<file path="config.mk">
export PLATFORM = sky130hd
export DESIGN_NAME = icache_ctrl
export DESIGN_NICKNAME = d
export VERILOG_FILES = /design/src/icache_pkg.sv /design/src/icache_ctrl.sv
export VERILOG_INCLUDE_DIRS = /design/src
export SDC_FILE = /design/constraint.sdc
export NUM_CORES = 1
export LEC_CHECK = 0
export BUFFER_PORTS_ARGS = -buffer_cell sky130_fd_sc_hd__buf_2
export CAP_MARGIN = 15
export CORE_AREA = 4 4 392 394
export CTS_BUF_LIST = sky130_fd_sc_hd__clkbuf_4 sky130_fd_sc_hd__clkbuf_8
export DETAILED_ROUTE_END_ITERATION = 10
export DIE_AREA = 0 0 396 398
export PLACE_DENSITY_LB_ADDON = 0.15
export REMOVE_ABC_BUFFERS = 1
export SLEW_MARGIN = 20
export SYNTH_ARGS = -nofsm -noshare
export SYNTH_HDL_FRONTEND = slang
export SYNTH_SLANG_ARGS = --single-unit
</file>
<file path="constraint.sdc">
create_clock -name clk -period 4.45 [get_ports clk]
set_clock_uncertainty 0.05 [all_clocks]
set_input_delay 0.445 -clock clk [delete_from_list [all_inputs] [get_ports clk]]
set_output_delay 0.445 -clock clk [all_outputs]
set_load 0.01 [all_outputs]
</file>
<file path="src/icache_settings.svh">
`ifndef ICACHE_SETTINGS_SVH
`define ICACHE_SETTINGS_SVH

////////////////////////////////////////
// cache geometry

// two ways per set
`define ICACHE_WAYS 2

`define ICACHE_SETS 128
`define ICACHE_TAG_W 20
`define ICACHE_INDEX_W 7

////////////////////////////////////////
// refill burst

// 4-byte beats per 32-byte line
`define ICACHE_BEATS 8

// one set invalidated per cycle
`define ICACHE_RESET_CYCLES `ICACHE_SETS

`endif

</file>
<file path="src/icache_pkg.sv">
`include "icache_settings.svh"

package icache_pkg;

    typedef logic [`ICACHE_TAG_W-1:0] tag_t;

    typedef logic [`ICACHE_INDEX_W-1:0] index_t;

    // AXI data bus word
    typedef logic [31:0] word_t;

    typedef logic [`ICACHE_BEATS*32-1:0] line_t;

    // returned to the CPU per request
    typedef logic [`ICACHE_BEATS*16-1:0] half_t;

    typedef struct packed {
        tag_t tag;
        logic valid;
    } tagv_t;

    // controller states
    typedef enum logic [2:0] {
        SWEEP,
        IDLE,
        RUN,
        MISS,
        REFILL,
        FINISH
    } cache_state_t;

endpackage

</file>
<file path="src/icache_ctrl.sv">
`timescale 1ns/1ps
`include "icache_settings.svh"

module icache_ctrl (
    input  logic                      clk,
    input  logic                      rst,
    input  logic                      inst_req,
    input  logic [`ICACHE_INDEX_W:0]  inst_index,
    input  icache_pkg::tag_t          inst_tag,
    output logic                      inst_index_ok,
    output logic                      inst_data_ok,
    output icache_pkg::half_t         inst_rdata,
    input  logic [`ICACHE_WAYS-1:0]   hit_way,
    input  icache_pkg::line_t         line0,
    input  icache_pkg::line_t         line1,
    input  icache_pkg::line_t         fill_line,
    input  logic                      fill_done,
    output logic                      refill_start,
    output icache_pkg::word_t         refill_addr,
    output icache_pkg::index_t        ram_index,
    output logic [`ICACHE_WAYS-1:0]   tag_we,
    output logic [`ICACHE_WAYS-1:0]   data_we,
    output icache_pkg::tag_t          wtag,
    output logic                      wvalid,
    output logic                      cmp_en,
    output logic                      hold
);
    import icache_pkg::*;

    localparam int OFFSET_W = $bits(word_t) - `ICACHE_TAG_W - `ICACHE_INDEX_W;
    localparam int HALF_W   = $bits(half_t);

    cache_state_t            state;
    index_t                  sweep_cnt;
    logic                    sta_req, sta_new, sta_half;
    index_t                  sta_index;
    tag_t                    sta_tag_q, cur_tag;
    logic                    sda_req, sda_half;
    index_t                  sda_index;
    tag_t                    sda_tag;
    logic [`ICACHE_SETS-1:0] lru;
    logic                    victim, adv, hit_any;
    logic [`ICACHE_WAYS-1:0] fill_way;
    line_t                   src_line;

    assign hit_any       = |hit_way;
    assign inst_data_ok  = sda_req && ((state == RUN && hit_any) || state == FINISH);
    // pipeline moves only in RUN, and only past an answered data stage
    assign adv           = (state == RUN) && (!sda_req || inst_data_ok);
    assign inst_index_ok = adv;
    assign cmp_en        = adv;
    assign hold          = !adv;
    assign cur_tag       = sta_new ? inst_tag : sta_tag_q;
    assign refill_start  = (state == RUN) && sda_req && !hit_any;
    assign refill_addr   = {sda_tag, sda_index, {OFFSET_W{1'b0}}};
    assign fill_way      = {victim, !victim};

    ////////////////////////////////////////
    // array control

    always_comb begin
        case (state)
            SWEEP:   ram_index = sweep_cnt;
            IDLE:    ram_index = sta_index;
            FINISH:  ram_index = sda_index;
            default: ram_index = inst_index[`ICACHE_INDEX_W:1];
        endcase
    end

    // tag bus doubles as the compare tag outside FINISH
    assign wtag    = (state == FINISH) ? sda_tag : cur_tag;
    assign wvalid  = (state != SWEEP);
    assign tag_we  = (state == SWEEP) ? '1 : (state == FINISH) ? fill_way : '0;
    assign data_we = (state == FINISH) ? fill_way : '0;

    assign src_line   = (state == FINISH) ? fill_line : (hit_way[1] ? line1 : line0);
    assign inst_rdata = sda_half ? src_line[2*HALF_W-1:HALF_W] : src_line[HALF_W-1:0];

    ////////////////////////////////////////
    // state machine and sweep

    always_ff @(posedge clk) begin
        if (!rst) begin
            state     <= SWEEP;
            sweep_cnt <= '0;
        end else begin
            case (state)
                SWEEP: begin
                    sweep_cnt <= sweep_cnt + 1'b1;
                    if (sweep_cnt == index_t'(`ICACHE_RESET_CYCLES - 1)) begin
                        state <= IDLE;
                    end
                end
                IDLE:    state <= RUN;
                RUN:     state <= refill_start ? MISS : RUN;
                // refill_unit holds arvalid until arready
                MISS:    state <= REFILL;
                REFILL:  state <= fill_done ? FINISH : REFILL;
                FINISH:  state <= IDLE;
                default: state <= IDLE;
            endcase
        end
    end

    ////////////////////////////////////////
    // tag and data stages

    always_ff @(posedge clk) begin
        if (!rst) begin
            sta_req <= 1'b0;
            sta_new <= 1'b0;
            sda_req <= 1'b0;
        end else begin
            sta_new <= inst_req && inst_index_ok;
            if (adv) begin
                sta_req <= inst_req;
                sda_req <= sta_req;
            end else if (inst_data_ok) begin
                sda_req <= 1'b0;
            end
        end
    end

    always_ff @(posedge clk) begin
        if (adv) begin
            sta_index <= inst_index[`ICACHE_INDEX_W:1];
            sta_half  <= inst_index[0];
            sda_index <= sta_index;
            sda_half  <= sta_half;
            sda_tag   <= cur_tag;
        end
        // tag is only driven the cycle after acceptance
        if (sta_new) begin
            sta_tag_q <= inst_tag;
        end
    end

    ////////////////////////////////////////
    // lru, one bit per set naming the recent way

    always_ff @(posedge clk) begin
        if (!rst) begin
            lru    <= '0;
            victim <= 1'b0;
        end else if (state == RUN && sda_req) begin
            if (hit_any) begin
                lru[sda_index] <= hit_way[1];
            end else begin
                victim <= !lru[sda_index];
            end
        end else if (state == FINISH) begin
            lru[sda_index] <= victim;
        end
    end

endmodule

</file>
**After elaboration in Yosys (flattened, before gate mapping)**

Index checks and enable logic that the tools add are counted.

- Register bits after elaboration: 198
- Bits of input ports: 802
- Output and inout bits: 197

- Add/sub/neg operators: 1
- Order comparisons: 2
- Equality and inequality tests: 8
- Muxes and demuxes: 23
- Bitwise logic cells: 1
- Reduce and logical (&&, ||, !) cells: 21

Operators by type and width:

| cell | number |
|---|---|
| 128-bit 2-to-1 mux | 4 |
| 256-bit 2-to-1 mux | 2 |
| 128-bit bitwise mux | 2 |
| 20-bit 2-to-1 mux | 2 |
| 7-bit one-hot mux with 3 select lines | 1 |
| 3-bit one-hot mux with 5 select lines | 1 |
| 7-bit by 8-bit less-than comparator with 1-bit output (second input constant) | 1 |
| 7-bit by 1-bit adder with 7-bit output (second input constant) | 1 |
| 1-bit binary-select mux with 7-bit select | 1 |
| 1-bit demux with 7-bit select | 1 |
| 7-bit == test (second input constant) | 1 |
| 7-bit by 1-bit >= comparator with 1-bit output (second input constant) | 1 |
| 1-bit logical AND | 7 |
| 3-bit by 2-bit == test with 1-bit output (second input constant) | 2 |
| 3-bit == test (second input constant) | 2 |
| 1-bit 2-to-1 mux | 6 |
| 1-bit zero test | 5 |
| 2-bit 2-to-1 mux | 2 |
| 2-bit AND reduction | 2 |
| 2-bit nonzero test | 2 |
| 3-bit by 1-bit == test with 1-bit output (second input constant) | 1 |
| 3-bit zero test | 1 |
| 3-bit 2-to-1 mux | 1 |
| 3-bit nonzero test | 1 |
| other kinds (5) | 6 |

**Longest topological paths before layout**

- Word-level depth: 7
- Depth in mapped cells: 9

**Least setup slack after synthesis**

Ideal clock, no wire load.

- Kind: reg-to-output
- From: register state[0]
- To: output port inst_index_ok
- Arrival time: 4355 ps
- Setup slack: -400 ps
- Stages on the path, launching flop included: 5
- Path buffers: 2
- Path through: dfxtp_1 buf_2 nor3b_1 a21boi_0 buf_4

- Cells in the longest elaborated chain, start to end: 6

Ends and longest elaborated chain:

| what | line | source |
|---|---|---|
| from (decl) | icache_ctrl.sv:33 | `cache_state_t state;` |
| from (signal assigned) | icache_ctrl.sv:95 | `RUN: state <= refill_start ? MISS : RUN;` |
| from (signal assigned) | icache_ctrl.sv:98 | `REFILL: state <= fill_done ? FINISH : REFILL;` |
| 3-bit by 2-bit == test with 1-bit output | icache_ctrl.sv:47, icache_ctrl.sv:49 |  |
| 1-bit logical AND | icache_ctrl.sv:47 | `assign inst_data_ok = sda_req && ((state == RUN && hit_any) \|\| state == FINISH);` |
| 1-bit logical OR | icache_ctrl.sv:47 |  |
| 1-bit logical AND | icache_ctrl.sv:47 |  |
| 1-bit logical OR | icache_ctrl.sv:49 | `assign adv = (state == RUN) && (!sda_req \|\| inst_data_ok);` |
| 1-bit logical AND * | icache_ctrl.sv:49 |  |
| to (decl) | icache_ctrl.sv:10 | `output logic inst_index_ok,` |

Mark *: on every way between the ends. The rest lies on a longest branch, timed or not.

**Worst setup path after layout**

- From: register state[1]
- To: output port inst_rdata[25]

- Cells in the longest elaborated chain, start to end: 3

Ends and longest elaborated chain:

| what | line | source |
|---|---|---|
| 3-bit == test | icache_ctrl.sv:76 | `assign src_line = (state == FINISH) ? fill_line : (hit_way[1] ? line1 : line0);` |
| 256-bit 2-to-1 mux | icache_ctrl.sv:76 |  |
| 128-bit 2-to-1 mux | icache_ctrl.sv:77 | `assign inst_rdata = sda_half ? src_line[2*HALF_W-1:HALF_W] : src_line[HALF_W-1:0];` |
| to (decl) | icache_ctrl.sv:12 | `output icache_pkg::half_t inst_rdata,` |

No other way between the ends.

==> key figures <==
GRT
  • Vias in the first global route: 17,826
  • Overall global routing resource usage: 0.199
  • Overflow after GRT: 0
  • Pin count of the biggest net entering global routing: between 100 and 150
  • Initial antenna violation count: between 200 and 250
  • First-pass GRT wire length: a little over 200,000 um

Logic synthesis
  • Register area share after synthesis: 0.281
  • Post-synthesis cell area: 0.0154 sq mm
  • Warnings from Yosys: 0
  • Largest area contributor in the netlist: dfxtp_1
  • Synth Flop Type: dfxtp_1
  • Post-Syn Instances: around 1,600
  • Library cells used by synthesis: 51
  • Yosys top cell area share: 0.211
  • Main area contributors after synthesis: dfxtp_1 21%, mux4_2 20%, mux2i_1 11%, edfxtp_1 7.0%, o21ai_0 4.8%
  • Mean Syn Cell Area: 9.56 sq um
  • Number of synthesized flops with an enable pin: 36
  • Synth Register Bits: a little under 200
  • Async S/R FF share, synth: 0

Routing
  • Antenna Nets Post-Route: 0
  • DRC viols: 0
  • WL/cell: roughly 35 um
  • Drt pass-1 iters: 5
  • Final WL: roughly 160,000 um
  • Initial DRC Count: 1,595
  • Total number of vias: 18,416
  • Vias per inst: ~3.9

Finish
  • Final Instance Count excl. Fillers: around 4,700
  • Commonest cells after routing, fill and taps aside: 991 x buf_2, 195 x nand2_1, 172 x mux2i_1
  • Most common cell after layout, fill and taps aside: buf_2
  • Area of the multi-input gates: 0.0102 sq mm
  • Area delta synth->final: 52.7%
  • Final core occ: 0.157
  • Fraction of layout cells with a size suffix above 1: 0.504
  • Fillers: approximately 17,000
  • Sequential Area: roughly 0.0043 sq mm
  • Post-layout nets: around 3,300

Clocking
  • Num CTS Buffers: 17
  • Worst-path clk slew: about 0.12 ns
  • CTS Buffer Depth: 2
  • TritonCTS clock tree: yes
  • CTS sink cnt: 198
  • CTS H-tree lvls: 4
  • Clock Tree Root: clkbuf_8
  • Gates resized, CTS repair: 0
  • Clk Latency, worst-skew pair: slightly below 0.6 ns
  • Post-CTS setup buffer count: 0

Pwr
  • Worst vdd ir: 152 uV
  • Design Power: 4330 uW
  • Leak: roughly 0.0098 uW
  • PwrDens: 185 mW/mm^2

Timing
  • Slew Limit Headroom: 0.347
  • Fmax: 261 MHz
  • Final period utilization: 0.862
  • Worst-margin pin slew: 0.979 ns
  • Max-slew violation count: 0
  • RSZ-0062 raised after global routing: false
  • Final Critical Period: 3.83 ns
  • Hold Vio Cnt, Final: 0
  • # setup viols final: 0

Setup path
  • CP max FO: 80
  • CP max-delay cell: dfxtp_1
  • Setup crit end kind: output pin
  • CP Launch Type: flip-flop
  • Cell mode on critical path: buf_4
  • CP max stage delay: 0.76 ns
  • Arrival @ worst endpoint: 3.34 ns
  • Required @ worst endpoint: a little under 4 ns
  • Kind of critical path: reg -> out
  • Sequence of cells on the critical path: nand3b_1, buf_4, buf_4, nand2_1, o21ai_0, buf_2

Outcome
  • Status: finished, final reports clean

Floorplanning
  • Row count: roughly 140
  • Die Width: 396 um
  • Initial Util: 0.103
  • Die area: ~0.16 sq mm
  • Chip height: 398 um
  • Core footprint: 0.150 sq mm
  • Io pins: 999

Placement
  • Final GP Congestion: just under 1
  • Placed Cells: between 4,000 and 5,000
  • I/O Buffers: slightly below 1,000
  • Detailed Place HPWL: 143,000 um

Min path
  • Min-delay worst type: in -> reg

Run
  • Max-Cap Viols: 0
## flip-flops by register name, summed over array words and instances, names as in the netlist, 3 cells and up
signal,cells
sda_tag,20
sweep_cnt,7
sda_index,7
sta_index,7
state,3
lru,128
sta_tag_q,20
## final cells by class
cell class | instances | share of cell area
antenna | 142 | 0.0151
clock buffer | 19 | 0.0106
clock inverter | 13 | 0.00597
inverter | 12 | 0.00192
multi-input combinational | 1219 | 0.435
sequential | 198 | 0.184
tap | 2016 | 0.107
timing repair buffer | 1056 | 0.240
## logic make-up (layout without fill, tap and decap cells)
logic type	after synthesis	after routing	synth area share
and+or+nand+nor	485	485	0.159
AOI/OAI and AO/OA	388	388	0.166
muxes	335	335	0.331
DFF	198	198	0.281
buffers and inverters	195	1100	0.0583
xor gates and xnor gates	5	5	0.00285
adders and majority gates	1	1	0.000814
other	1	147	0.000244
## layer usage
layer  vias to the layer above  routed length [um]  GRT usage
li1                       8069                   -          -
met3                       282               19400      0.103
met5                         -                 368          0
met2                       969               74100      0.315
met1                      9040               65500      0.234
met4                        56                5230     0.0572
## where the power goes
part | internal (uW) | switching, uW | total [uW]
clock | 476 | 817 | 1290
combinational | 567 | 630 | 1200
sequential | 1840 | 6.33 | 1840
## Yosys cell counts, drive strengths merged, types with 2 or more instances
cell	number
a21boi	5
a21oi	66
a22oi	14
a311oi	2
a32o	2
and2	7
and3	2
buf	78
clkbuf	105
dfxtp	162
edfxtp	36
inv	11
mux2	27
mux2i	172
mux4	136
nand2	195
nand2b	9
nand3	5
nand3b	2
nand4	3
nor2	109
nor2b	14
nor3	19
nor3b	64
nor4	43
o211ai	7
o21a	2
o21ai	148
o21bai	61
o221ai	11
o22ai	6
o311a	61
or2	5
or3	7
xnor2	5
## worst max-delay path: cells and delay by family (launching register included)
kind / cells / cell delay (ns)
AOI/OAI and AO/OA: 1 / 0.15
DFF: 1 / 0.76
buffers and inverters: 3 / 1.22
and+or+nand+nor: 2 / 0.50
## final timing paths
path / slack, ns / startpoint / cells past startpoint / endpoint
hold reg to reg: 0.41 / sta_index[1] / 0 / sda_index[1]
setup / recovery: 0.62 / state[1] / 6 / inst_rdata[25]
hold / removal: 0.09 / inst_tag[14] / 2 / sta_tag_q[14]
setup reg to reg: 1.60 / state[1] / 7 / lru[117]
## metrics by stage
step / setup slack [ns] / hold WS, ns / TNS (ns) / instance area [sq um]
after floorplan: -4.26 / 0.350 / -992.07 / 14500
after global placement: 1.23 / 0.381 / 0 / 22600
after detailed placement: 1.20 / 0.385 / 0 / 22600
after CTS: 0.500 / 0.00141 / 0 / 23100
after global routing: 0.398 / 0.0483 / 0 / 23200
final: 0.616 / 0.0947 / 0 / 23500
## repair_timing
item | CTS | global route
hold buffers | 13 | 0
endpoints found under the hold margin | 13 | 0
endpoints found under the setup margin | 0 | 0
Power figures use the tool's default switching activity.
