===== src/icache_settings.svh =====
`ifndef ICACHE_SETTINGS_SVH
`define ICACHE_SETTINGS_SVH

////////////////////////////////////////
// cache geometry

// two ways per set
`define ICACHE_WAYS 2

`define ICACHE_SETS 128
`define ICACHE_TAG_W 20
`define ICACHE_INDEX_W 7

////////////////////////////////////////
// refill burst

// 4-byte beats per 32-byte line
`define ICACHE_BEATS 8

// one set invalidated per cycle
`define ICACHE_RESET_CYCLES `ICACHE_SETS

`endif


===== src/icache_pkg.sv =====
`include "icache_settings.svh"

package icache_pkg;

    typedef logic [`ICACHE_TAG_W-1:0] tag_t;

    typedef logic [`ICACHE_INDEX_W-1:0] index_t;

    // AXI data bus word
    typedef logic [31:0] word_t;

    typedef logic [`ICACHE_BEATS*32-1:0] line_t;

    // returned to the CPU per request
    typedef logic [`ICACHE_BEATS*16-1:0] half_t;

    typedef struct packed {
        tag_t tag;
        logic valid;
    } tagv_t;

    // controller states
    typedef enum logic [2:0] {
        SWEEP,
        IDLE,
        RUN,
        MISS,
        REFILL,
        FINISH
    } cache_state_t;

endpackage


===== src/refill_unit.sv =====
`timescale 1ns/1ps
`include "icache_settings.svh"

module refill_unit (
    input  logic              clk,
    input  logic              rst,
    input  logic              start,
    input  icache_pkg::word_t line_addr,
    output icache_pkg::word_t araddr,
    output logic              arvalid,
    input  logic              arready,
    input  icache_pkg::word_t rdata,
    input  logic              rvalid,
    input  logic              rlast,
    output logic              rready,
    output icache_pkg::line_t fill_line,
    output logic              fill_done
);
    import icache_pkg::*;

    localparam int BEAT_W = $clog2(`ICACHE_BEATS);
    localparam int WORD_W = $bits(word_t);

    logic [BEAT_W-1:0] beat_cnt;
    word_t             fill_buf [`ICACHE_BEATS];
    logic              beat;

    assign beat      = rvalid && rready;
    assign fill_done = beat && rlast;

    ////////////////////////////////////////
    // address and data handshakes

    always_ff @(posedge clk) begin
        if (!rst) begin
            arvalid  <= 1'b0;
            rready   <= 1'b0;
            beat_cnt <= '0;
        end else if (start) begin
            arvalid  <= 1'b1;
            beat_cnt <= '0;
        end else begin
            if (arvalid && arready) begin
                arvalid <= 1'b0;
                rready  <= 1'b1;
            end
            if (fill_done) begin
                rready <= 1'b0;
            end
            if (beat) begin
                beat_cnt <= beat_cnt + 1'b1;
            end
        end
    end

    // line base, burst always starts at word 0
    always_ff @(posedge clk) begin
        if (start) begin
            araddr <= line_addr;
        end
    end

    ////////////////////////////////////////
    // fill buffer

    always_ff @(posedge clk) begin
        if (beat) begin
            fill_buf[beat_cnt] <= rdata;
        end
    end

    always_comb begin
        for (int k = 0; k < `ICACHE_BEATS; k++) begin
            fill_line[k*WORD_W +: WORD_W] = fill_buf[k];
        end
    end

endmodule


===== config.mk =====
export PLATFORM = sky130hd
export DESIGN_NAME = refill_unit
export DESIGN_NICKNAME = d
export VERILOG_FILES = /design/src/icache_pkg.sv /design/src/refill_unit.sv
export VERILOG_INCLUDE_DIRS = /design/src
export SDC_FILE = /design/constraint.sdc
export NUM_CORES = 1
export LEC_CHECK = 0
export ABC_AREA = 1
export BUFFER_PORTS_ARGS = -buffer_cell sky130_fd_sc_hd__buf_2
export CAP_MARGIN = 20
export CORE_MARGIN = 3
export CORE_UTILIZATION = 41
export CTS_CLUSTER_SIZE = 16
export DETAILED_ROUTE_END_ITERATION = 8
export HOLD_SLACK_MARGIN = 0.05
export PLACE_DENSITY = 0.7
export SLEW_MARGIN = 20
export SYNTH_ARGS = -nofsm -noshare
export SYNTH_HDL_FRONTEND = slang
export SYNTH_SLANG_ARGS = --single-unit

===== constraint.sdc =====
create_clock -name clk -period 6.21 [get_ports clk]
set_clock_uncertainty 0.05 [all_clocks]
set_input_delay 0 -clock clk [delete_from_list [all_inputs] [get_ports clk]]
set_output_delay 0 -clock clk [all_outputs]
set_load 0.03 [all_outputs]

# [Yosys cells after proc, flatten, opt, wreduce, memory -nomap -nowiden]
# Memories as Yosys holds them, arrays and structs flattened.
# Index checks and enable logic that the tools add are counted.
[classes] mux=6 reduce_logical=7 n_addsub=1 n_bitwise=2
[op_table] op="$mux 1" n=6
[op_table] op="$reduce_bool 2->1" n=2
[op_table] op="$add 3x1->3 const B" n=1
[op_table] op="$logic_and 1x1->1" n=3
[op_table] op="$not 1->1" n=2
[op_table] op="$reduce_and 2->1" n=1
[op_table] op="$reduce_or 2->1" n=1
[totals] n_memories=1 inputBits=70 elab_cells=21 ff_bits=37 mem_bits_rw=256
[mem_list] name="fill_buf" depth=8 word_bits=32 rd=8 rd_ports_with_merged_regs=0 write_ports=1 line="refill_unit.sv:25" source="word_t fill_buf [`ICACHE_BEATS];"

# [Logic depth before layout (Yosys ltp)]
# Gate-level depths: netlist of run 1.
[logic_depth] ltp_word=4 depth_mapped=5 ltp_nobuf=5

# [Least setup slack after synthesis of run 1]
# OpenSTA, ideal clock, no wires.
[synth_timing] path_kind="flip-flop to flip-flop" from="reg rready" to="mem fill_buf[0][0] (netlist name) (enable)" slack_ps=3468 setup_time_ps=421 synth_period_minus_slack_ps=2742 path_stages_with_launch=4 arrival_ps=2272 path_cell_list="dfxtp_1 nand2_2 or2_4 nor2_1"
[synth_via] elab_chain_cells=3
[synth_lines] item="from (decl)" line="refill_unit.sv:15" source="output logic rready,"
[synth_lines] item="from (signal assigned)" line="refill_unit.sv:37" source="rready <= 1'b0;"
[synth_lines] item="from (signal assigned)" line="refill_unit.sv:45" source="rready <= 1'b1;"
[synth_lines] item="from (signal assigned)" line="refill_unit.sv:48" source="rready <= 1'b0;"
[synth_lines] item="$logic_and 1x1->1" line="refill_unit.sv:28" source="assign beat = rvalid && rready;"
[synth_lines] item="$mux 1" line="refill_unit.sv:67" source="if (beat) begin"
[synth_lines] item="$mux 1 (not written as such)" line="refill_unit.sv:68" source="fill_buf[beat_cnt] <= rdata;"
[synth_lines] item="to (decl)" line="refill_unit.sv:25"
# No other way between the ends.

# [Final worst setup path of run 1]
[layout_timing] from="in start" to="reg rready"
[layout_via] elab_chain_cells=2
[layout_lines] item="from (decl)" line="refill_unit.sv:7" source="input logic start,"
[layout_lines] item="$not 1->1 (no line)"
[layout_lines] item="$reduce_and 2->1 (no line)"
# No other way between the ends.
# A chain may end at the register's enable or synchronous reset.

==> results of run 1 <==
## kinds of logic (layout without fill, tap and decap cells)
family	Yosys count	in the layout
buf+inv	9	494
compound gates	2	2
fa+ha+maj	1	1
flops	293	293
simple gates	33	33
## repair_timing
action                     CTS  global route
hold buffers                70             0
setup endpoints to repair    0             0
setup buffers                0             0
hold endpoints to repair   325             0
## flip-flops by register name, summed over array words and instances, names as in the netlist
name and flops:
arvalid 1, araddr 32, beat_cnt 3, rready 1
fill_buf 256
## worst reg2reg max path: cells and delay by family, from the launching register on
kind / cells / cell delay (ns)
buf+inv: 2 / 0.34
flops: 1 / 0.42
simple gates: 3 / 0.93
## cells in the final DEF, fill, tap and decap left out, types with 7 or more instances in the layout
cell type,count
buf_16,8
nand2_1,11
dlygate4sd3_1,70
nor2_4,8
edfxtp_1,288
clkbuf_1,7
nor2_1,9
buf_2,360
inv_1,9
clkbuf_16,29
## per-stage QoR
step                cells  setup WS, ns  total power [mW]   util  cell area [sq um]
floorplan             338          3.47              2.29      -               8940
global placement      973          4.04              2.36  0.525              11100
detailed placement    973          3.92              2.36  0.525              11100
CTS                  1090          3.91              3.99  0.599              12700
global route         1098          3.77              4.08  0.609              12900
finish               1098          3.93              3.95  0.609              12900
## layout make-up
class                   instances  area, sq um
clock inverters                11          108
clock buffers                  36          752
repair buffers                438         2720
flip-flops and latches        293         8750
inverters                       9         33.8
well taps                     275          344
multi-input cells              36          219
fillers                      1543         8290
## worst max path at each step
stage | endpoint | slack [ns] | cells past startpoint
2_1_floorplan | fill_buf[0][0] | 3.47 | 3
3_3_place_gp | fill_buf[3][6] | 4.04 | 4
3_5_place_dp | fill_buf[3][16] | 3.92 | 4
4_1_cts | fill_buf[3][16] | 3.91 | 4
5_1_grt | rready | 3.77 | 8
6_report | rready | 3.93 | 8
## metal layers
layer | global-route usage | wire length (um) | share of wire
met1 | 0.209 | 7950 | 0.37
met5 | 0 | 0 | 0
met4 | 0.0652 | 711 | 0.033
met3 | 0.0515 | 1890 | 0.089
met2 | 0.304 | 10800 | 0.51
## power groups by stage
stage | registers, mW | logic, mW | clock network, mW
3_5_place_dp | 2.24 | 0.117 | 0
2_1_floorplan | 2.29 | 0.00485 | 0
5_1_grt | 2.20 | 0.164 | 1.72
3_3_place_gp | 2.24 | 0.114 | 0
4_1_cts | 2.20 | 0.152 | 1.63
6_report | 2.20 | 0.153 | 1.60
==> reports/results.ini, run 1 <==
[worst_setup_path]
worstPathArrival_ns = 2.70
r2r_slack_ns = 4.13
endpoint_kind = flip-flop
path_class = in2reg
startpoint = start
timing.rr.end = fill_buf[3][4]
cp-start-kind = input pin
crit_family = buffers and inverters
rr_worst_depth = 5
crit_path_cell_trace = dlygate4sd3_1 > buf_2 > inv_1 > nand4_1 > nand2_1 > dlygate4sd3_1 > nor2_1 > dlygate4sd3_1
path_common_cell = dlygate4sd3_1
cp.required_ns = 6.63
slowest_delay_ns = 0.63
r2r_start = rready
crit_fanout = 34
crit_slowest_cell = buf_2
critPathBufInv = 5

[route]
wire_per_inst_um = 19.4
drt_iter0_markers = 277
drtAntennaViolNets = 0
drcViolationCount = 0
viasPerCell = 4.52
drt_wl_total_mm = 21.3
dr.pass1.iters = 4
vias = 4967

[global_route]
globalRouteOverflowTotal = 0
grt_start_max_net_pins = 35
grt_use_total = 0.175
grt_pass1_vias = 5196
antenna_found_initial = 0
grt_first_pass_wirelength_mm = 31.6

[min_path]
hold_depth = 2
hold_end = araddr[3]
worstHoldStart = line_addr[3]
hold_path.class = in2reg

[sta]
fin_crit_ns = 2.28
slew_viol_final = 0
holdWs_ns = 0.122
worst_slew_pin_slew_ns = 0.788
rsz0062_at_grt = false
timing.fmax_mhz = 439
slew_headroom = 0.475
finalSetupViolations = 0
tns_ns = 0
period_share = 0.367
finalHoldViolCount = 0

[clock_tree]
cts-root-buf = clkbuf_16
numClockSinks = 293
clock_latency_ns = 0.52
cts_buffer_depth = 3
htreeDepth = 1
clk_pin_slew_ns = 0.07
numCtsBuffers = 28
cts_tree = yes
ctsResizeCount = 0

[synthesis]
syn_area_sq_um = 8940
synth_common_cells = edfxtp_1 (288), nor2_1 (17), nand2_1 (11)
synth_compound_area_frac = 0.00112
syn-mean-instance-area_sq_um = 26.5
ys_warn_count = 0
muxShareOfSynthArea = 0
synth_simple_gate_area_frac = 0.0153
synth_xor_area_frac = 0
ys_ff_latch = 293
synth_top_family_by_area = simple AND/OR/NAND/NOR gates
synth_largest_area_cell = edfxtp_1
synth_nets = 409
ys_seq_area_frac = 0.978
yosysTopAreaCellShare = 0.967
synthAdderAreaFrac = 0.00140
syn-instance-count = 338
async_flop_share = 0
yosysMostFrequentCell = edfxtp_1
synth_edf_count = 288
synth_cell_types = 12
synthTopCellsByArea = edfxtp_1 (97%), dfxtp_1 (1.1%), nor2_1 (0.71%)
yosys_most_used_dff = edfxtp_1

[placement]
dp_hpwl_mm = 13.2
routabilityCongestion = 0.789
port_buffers = 360

[power]
power_density_nw_per_um2 = 306
combPwrFrac = 0.039
clock_power_share = 0.405
p_sw_frac = 0.195
vdd.ir_drop.worst_mv = 0.213
leakagePower_nw = 4.98
sequentialPowerShare = 0.557
p_switching_uw = 769
p_int_mw = 3.18

[die]
initial_core_util = 0.421
die_h_um = 154
io_pins = 361
die_w_um = 154
die_area_sq_um = 23600
core-area_sq_um = 21200
rows = 53

[cells_and_area]
nNetsFinal = 877
syn_to_final_growth_pct = 44.6
drive_above_1_share = 0.502
antennaDiodeCount = 0

[run]
drv_cap = 0

[run_status]
status = finished, final reports clean

Note: power is estimated with default switching activity, not from simulation.
==> run 2, diff against run 1 <==
==> constraint.sdc (replaced) <==
create_clock -name clk -period 2.15 [get_ports clk]
set_clock_uncertainty 0.05 [all_clocks]
set_input_delay 0 -clock clk [delete_from_list [all_inputs] [get_ports clk]]
set_output_delay 0 -clock clk [all_outputs]
set_load 0.03 [all_outputs]
==> reports/results.ini, run 2 (synthesis gave the netlist of run 1 again) <==
[run_status]
status = finished, final reports clean

[route]
dr.pass1.iters = 4  ; unchanged
wire_per_inst_um = 21.0  ; +7.8%
viasPerCell = 4.62  ; +2.2%
drt_iter0_markers = 301  ; +8.7%
drtAntennaViolNets = 0  ; unchanged
drt_wl_total_mm = 23.3  ; +9.1%
vias = 5136  ; +3.4%
drcViolationCount = 0  ; unchanged

[global_route]
globalRouteOverflowTotal = 0  ; unchanged
grt_use_total = 0.194  ; +0.0183
met2_usage = 0.321  ; +0.0178
grtUsageMet3 = 0.0659  ; +0.0144
grt_first_pass_wirelength_mm = 34.6  ; +9.3%
grt.met1_usage = 0.235  ; +0.0259
grt_busiest_layer = met2
grt_start_max_net_pins = 33  ; -5.7%
antenna_found_initial = 0  ; unchanged
grt_pass1_vias = 5612  ; +8.0%

[worst_setup_path]
crit_path_cell_trace = dlygate4sd3_1 > buf_2 > inv_1 > nand4_1 > nand2_1 > dlygate4sd3_1 > nor2_1 > dlygate4sd3_1
cp-start-kind = input pin
path_class = in2reg
crit_fanout = 17  ; -50%
path_common_cell = dlygate4sd3_1
rr_worst_depth = 5  ; unchanged
cp.required_ns = 2.59  ; -4.04 ns
worstPathArrival_ns = 2.35  ; -0.35 ns
crit_slowest_cell = dlygate4sd3_1
slowest_delay_ns = 0.55  ; -0.08 ns
endpoint_kind = flip-flop

[power]
leakagePower_nw = 5.02  ; +0.72%
vdd.ir_drop.worst_mv = 0.733  ; +240%
sequentialPowerShare = 0.548  ; -0.009
power_density_nw_per_um2 = 896  ; +190%
combPwrFrac = 0.040  ; about the same
p_int_mw = 9.33  ; +190%
p_sw_frac = 0.196  ; +0.000952
clock_power_share = 0.412  ; +0.007
p_switching_mw = 2.27  ; +190%

[sta]
timing.fmax_mhz = 523
finalSetupViolations = 0  ; unchanged
rsz0062_at_grt = false
finalHoldViolCount = 0  ; unchanged
worst_slew_pin_slew_ns = 0.406  ; -0.382 ns
setup_ws_ns = 0.238  ; -3.70 ns
period_share = 0.889
slew_viol_final = 0  ; unchanged
slew_headroom = 0.730  ; +0.255
fin_crit_ns = 1.91

[placement]
place_area_sq_um = 11300  ; +1.5%
place_ws_ns = 0.452  ; -3.47 ns
dp_hpwl_mm = 15.2  ; +15%
routabilityCongestion = 0.758  ; -3.9%
port_buffers = 360  ; unchanged

[clock_tree]
postCtsSetupBuffers = 0  ; unchanged
htreeDepth = 1  ; unchanged
numClockSinks = 293  ; unchanged
clk_pin_slew_ns = 0.07  ; about the same
numCtsBuffers = 28  ; unchanged
cts-root-buf = clkbuf_16
cts_buffer_depth = 3  ; unchanged
cts_tree = yes
clock_latency_ns = 0.54  ; +0.02 ns

[cells_and_area]
fin_area_sq_um = 12900  ; about the same
ff_latch_area_sq_um = 8750  ; unchanged
fill_cells = 1523  ; -1.3%
antennaDiodeCount = 0  ; unchanged
top_register = fill_buf
drive_above_1_share = 0.507  ; +0.00535
nNetsFinal = 887  ; +1.1%
final_common_cell = buf_2
layout_common_cells = buf_2 (360), edfxtp_1 (288), dlygate4sd3_1 (72), clkbuf_16 (29), buf_4 (12)
syn_to_final_growth_pct = 44.7  ; about the same
largest_reg_flops = 256  ; unchanged
top_regs = fill_buf x256, araddr x32, beat_cnt x3
multi_input_area_sq_um = 219  ; unchanged

[die]
rows = 53  ; unchanged
io_pins = 361  ; unchanged
die_w_um = 154  ; unchanged
core-area_sq_um = 21200  ; unchanged
die_h_um = 154  ; unchanged
die_area_sq_um = 23600  ; unchanged
initial_core_util = 0.421  ; unchanged

[run]
drv_cap = 0  ; unchanged

[min_path]
hold_path.class = in2reg
hold_depth = 2  ; unchanged

-- run 2: changes by cell type in the layout (fill, tap and decap cells not counted) --
cell / before / now
buf_4: 0 / 12
buf_16: 8 / 0
buf_12: 0 / 4
dlygate4sd3_1: 70 / 72
bufinv_16: 2 / 3
clkinv_2: 1 / 2
clkinvlp_4: 2 / 3
-- run 2: worst paths after layout --
path                  to  slack, ns          from
max reg2reg       rready       0.30        rready
min            araddr[2]       0.12  line_addr[2]
max               rready       0.24         start
min reg2reg  beat_cnt[1]       0.50   beat_cnt[1]
-- run 2: power groups by stage --
stage / logic [mW] / clock network, mW / registers (mW)
2_1_floorplan: 0.0146 / 0 / 6.60
3_3_place_gp: 0.350 / 0 / 6.47
3_5_place_dp: 0.355 / 0 / 6.47
4_1_cts: 0.455 / 4.87 / 6.35
5_1_grt: 0.493 / 5.13 / 6.36
6_report: 0.460 / 4.78 / 6.36
-- run 2: stage by stage --
step	instances	power, mW	TNS [ns]	hold WS (ns)	util
after floorplan	338	6.62	-17.97	0.0489	-
after global placement	989	6.82	0	0.126	0.533
after detailed placement	989	6.83	0	0.128	0.533
after CTS	1111	11.7	0	0.0956	0.610
after global routing	1111	12.0	0	0.107	0.610
final	1111	11.6	0	0.124	0.610
-- run 2: what timing repair did --
item | in CTS | in global routing
hold endpoints to repair | 325 | 0
resized for setup | 0 | 0
hold buffers | 72 | 0
setup endpoints to repair | 0 | 0
-- run 2: cell type report --
cell class	count	share of cell area
Tap cell	275	0.0266
Inverter	9	0.00261
Multi-Input combinational cell	36	0.0169
Sequential cell	293	0.676
Clock buffer	36	0.0581
Clock inverter	14	0.0116
Timing Repair Buffer	448	0.208
-- run 2: per-layer routing --
| metal | vias up | wire length [um] |
|---|---|---|
| met4 | 0 | 953 |
| met5 | - | 0 |
| li1 | 2287 | - |
| met2 | 322 | 11300 |
| met1 | 2474 | 8680 |
| met3 | 53 | 2370 |
-- run 2: worst max-delay path: cells and delay by family --
family	cells	cell delay, ns
buffers and inverters	5	2.11
and+or+nand+nor	3	0.23
==> run 3, diff against run 2 <==
--- a/config.mk
+++ b/config.mk
@@ -10,11 +10,12 @@
 export BUFFER_PORTS_ARGS = -buffer_cell sky130_fd_sc_hd__buf_2
 export CAP_MARGIN = 20
 export CORE_MARGIN = 3
-export CORE_UTILIZATION = 41
+export CORE_UTILIZATION = 50
+export CTS_BUF_LIST = sky130_fd_sc_hd__clkbuf_2 sky130_fd_sc_hd__clkbuf_4 sky130_fd_sc_hd__clkbuf_8
 export CTS_CLUSTER_SIZE = 16
 export DETAILED_ROUTE_END_ITERATION = 8
 export HOLD_SLACK_MARGIN = 0.05
-export PLACE_DENSITY = 0.7
+export PLACE_DENSITY = 0.82
 export SLEW_MARGIN = 20
 export SYNTH_ARGS = -nofsm -noshare
 export SYNTH_HDL_FRONTEND = slang
==> reports/results.ini, run 3 (synthesis gave the netlist of run 1 again) <==
[run_status]
status = finished, final reports clean

[die]
die_w_um = 140  ; -9.1%
rows = 48  ; -9.4%
die_h_um = 140  ; -9.1%
die_area_sq_um = 19500  ; -17%
initial_core_util = 0.513  ; +0.0920
io_pins = 361  ; unchanged
core-area_sq_um = 17400  ; -18%

[sta]
slew_headroom = 0.725  ; -0.00470
finalSetupViolations = 0  ; unchanged
setup_ws_ns = 0.143  ; -0.0949 ns
period_share = 0.933  ; +0.0441
worst_slew_pin_slew_ns = 0.412  ; +0.00605 ns
tns_ns = 0  ; unchanged
finalHoldViolCount = 0  ; unchanged
rsz0062_at_grt = false
slew_viol_final = 0  ; unchanged
fin_crit_ns = 2.01  ; +0.0949 ns
timing.fmax_mhz = 498  ; -4.7%
holdWs_ns = 0.146  ; +0.0217 ns

[route]
drt_wl_total_mm = 23.7  ; +1.9%
vias = 5339  ; +4.0%
drt_iter0_markers = 296  ; -1.7%
dr.pass1.iters = 4  ; unchanged
viasPerCell = 4.92  ; +6.3%
wire_per_inst_um = 21.9  ; +4.3%
drtAntennaViolNets = 0  ; unchanged
drcViolationCount = 0  ; unchanged

[global_route]
grt_use_total = 0.238  ; +0.0448
grt_first_pass_wirelength_mm = 34.7  ; +0.34%
grt_start_max_net_pins = 33  ; unchanged
antenna_found_initial = 0  ; unchanged
grt_pass1_vias = 5829  ; +3.9%
globalRouteOverflowTotal = 0  ; unchanged

[clock_tree]
ctsResizeCount = 0  ; unchanged
postCtsSetupBuffers = 0  ; unchanged
numCtsBuffers = 43  ; +54%
hold_buffers = 72  ; unchanged
htreeDepth = 2  ; +1
clk_pin_slew_ns = 0.07  ; about the same
numClockSinks = 293  ; unchanged
cts_buffer_depth = 3  ; unchanged
cts-root-buf = clkbuf_8
clock_latency_ns = 0.52  ; -0.02 ns
cts_tree = yes

[power]
power_density_nw_per_um2 = 862  ; -3.9%
p_total_mw = 11.0  ; -5.2%
vdd.ir_drop.worst_mv = 0.561  ; -23%
leakagePower_nw = 5.01  ; about the same

[min_path]
hold_path.class = in2reg
worstHoldStart = line_addr[24]
hold_depth = 2  ; unchanged
hold_end = araddr[24]

[placement]
place_area_sq_um = 11200  ; -0.95%
port_buffers = 360  ; unchanged
dp_hpwl_mm = 15.2  ; -0.20%
place_ws_ns = 0.399  ; -0.0526 ns
routabilityCongestion = 0.840  ; +11%

[worst_setup_path]
r2r_slack_ns = 0.14  ; -0.16 ns
r2r_start = rready
cp-start-kind = flip-flop
rr_worst_depth = 5  ; unchanged
cp.required_ns = 2.50  ; -0.09 ns
timing.rr.end = rready
path_class = reg2reg
endpoint_kind = flip-flop
worstPathArrival_ns = 2.36  ; about the same
crit_fanout = 5  ; -12

[cells_and_area]
layout_common_cells = buf_2 (360), edfxtp_1 (288), dlygate4sd3_1 (71), clkbuf_8 (47), clkbuf_4 (16)
drive_above_1_share = 0.525  ; +0.0178
largest_reg_flops = 256  ; unchanged
nNetsFinal = 901  ; +1.6%
final_common_cell = buf_2
top_register = fill_buf
fin_area_sq_um = 12800  ; -1.4%
antennaDiodeCount = 0  ; unchanged
syn_to_final_growth_pct = 42.7
top_regs = fill_buf x256, araddr x32, beat_cnt x3

[run]
drv_cap = 0  ; unchanged

run 3: changes by cell type in the layout (fill, tap and decap cells not counted), moves of 3 or more:
cell | previous run | this run
bufinv_16 | 3 | 0
clkbuf_1 | 7 | 0
clkbuf_16 | 29 | 0
clkbuf_4 | 0 | 16
clkbuf_8 | 0 | 47
clkinv_1 | 5 | 10
run 3: through the flow:
step | std cells | util
final | 1086 | 0.733
after global routing | 1086 | 0.733
after CTS | 1086 | 0.733
after detailed placement | 938 | 0.644
after global placement | 938 | 0.644
after floorplan | 338 | -
run 3: how the worst max path moves through the flow:
stage                      start  slack [ns]              end
after floorplan           rready       -0.07   fill_buf[0][0]
after global placement    rready        0.51   fill_buf[5][5]
after detailed placement  rready        0.40  fill_buf[3][16]
after CTS                 rready        0.28           rready
after global routing      rready        0.12           rready
final                     rready        0.14           rready
run 3: final cells by class:
class,instances,area (sq um)
clock buffer,63,767
clock inverter,13,55.1
fill,1030,4650
inverter,9,33.8
multi-input combinational,36,219
sequential,293,8750
tap,225,282
timing repair buffer,447,2660
run 3: power by group:
group	switching [mW]	leakage [nW]	internal, mW
registers	0.0235	2.66	6.34
clock network	1.90	0.435	2.28
logic	0.284	1.92	0.178
total	2.20	5.01	8.79
run 3: metal layers:
layer  global-route usage  vias up  wire length [um]
met2                0.434      350             12800
met3               0.0708       46              2060
li1                     -     2324                 -
met1                0.264     2619              8220
met5                    0        -                 0
met4               0.0898        0               611
run 3: critical path: stages (launching register included):
cell	delay [ns]
dfxtp_1	0.44
nand4_1	0.16
nand2_1	0.09
dlygate4sd3_1	0.55
nor2_1	0.06
dlygate4sd3_1	0.55
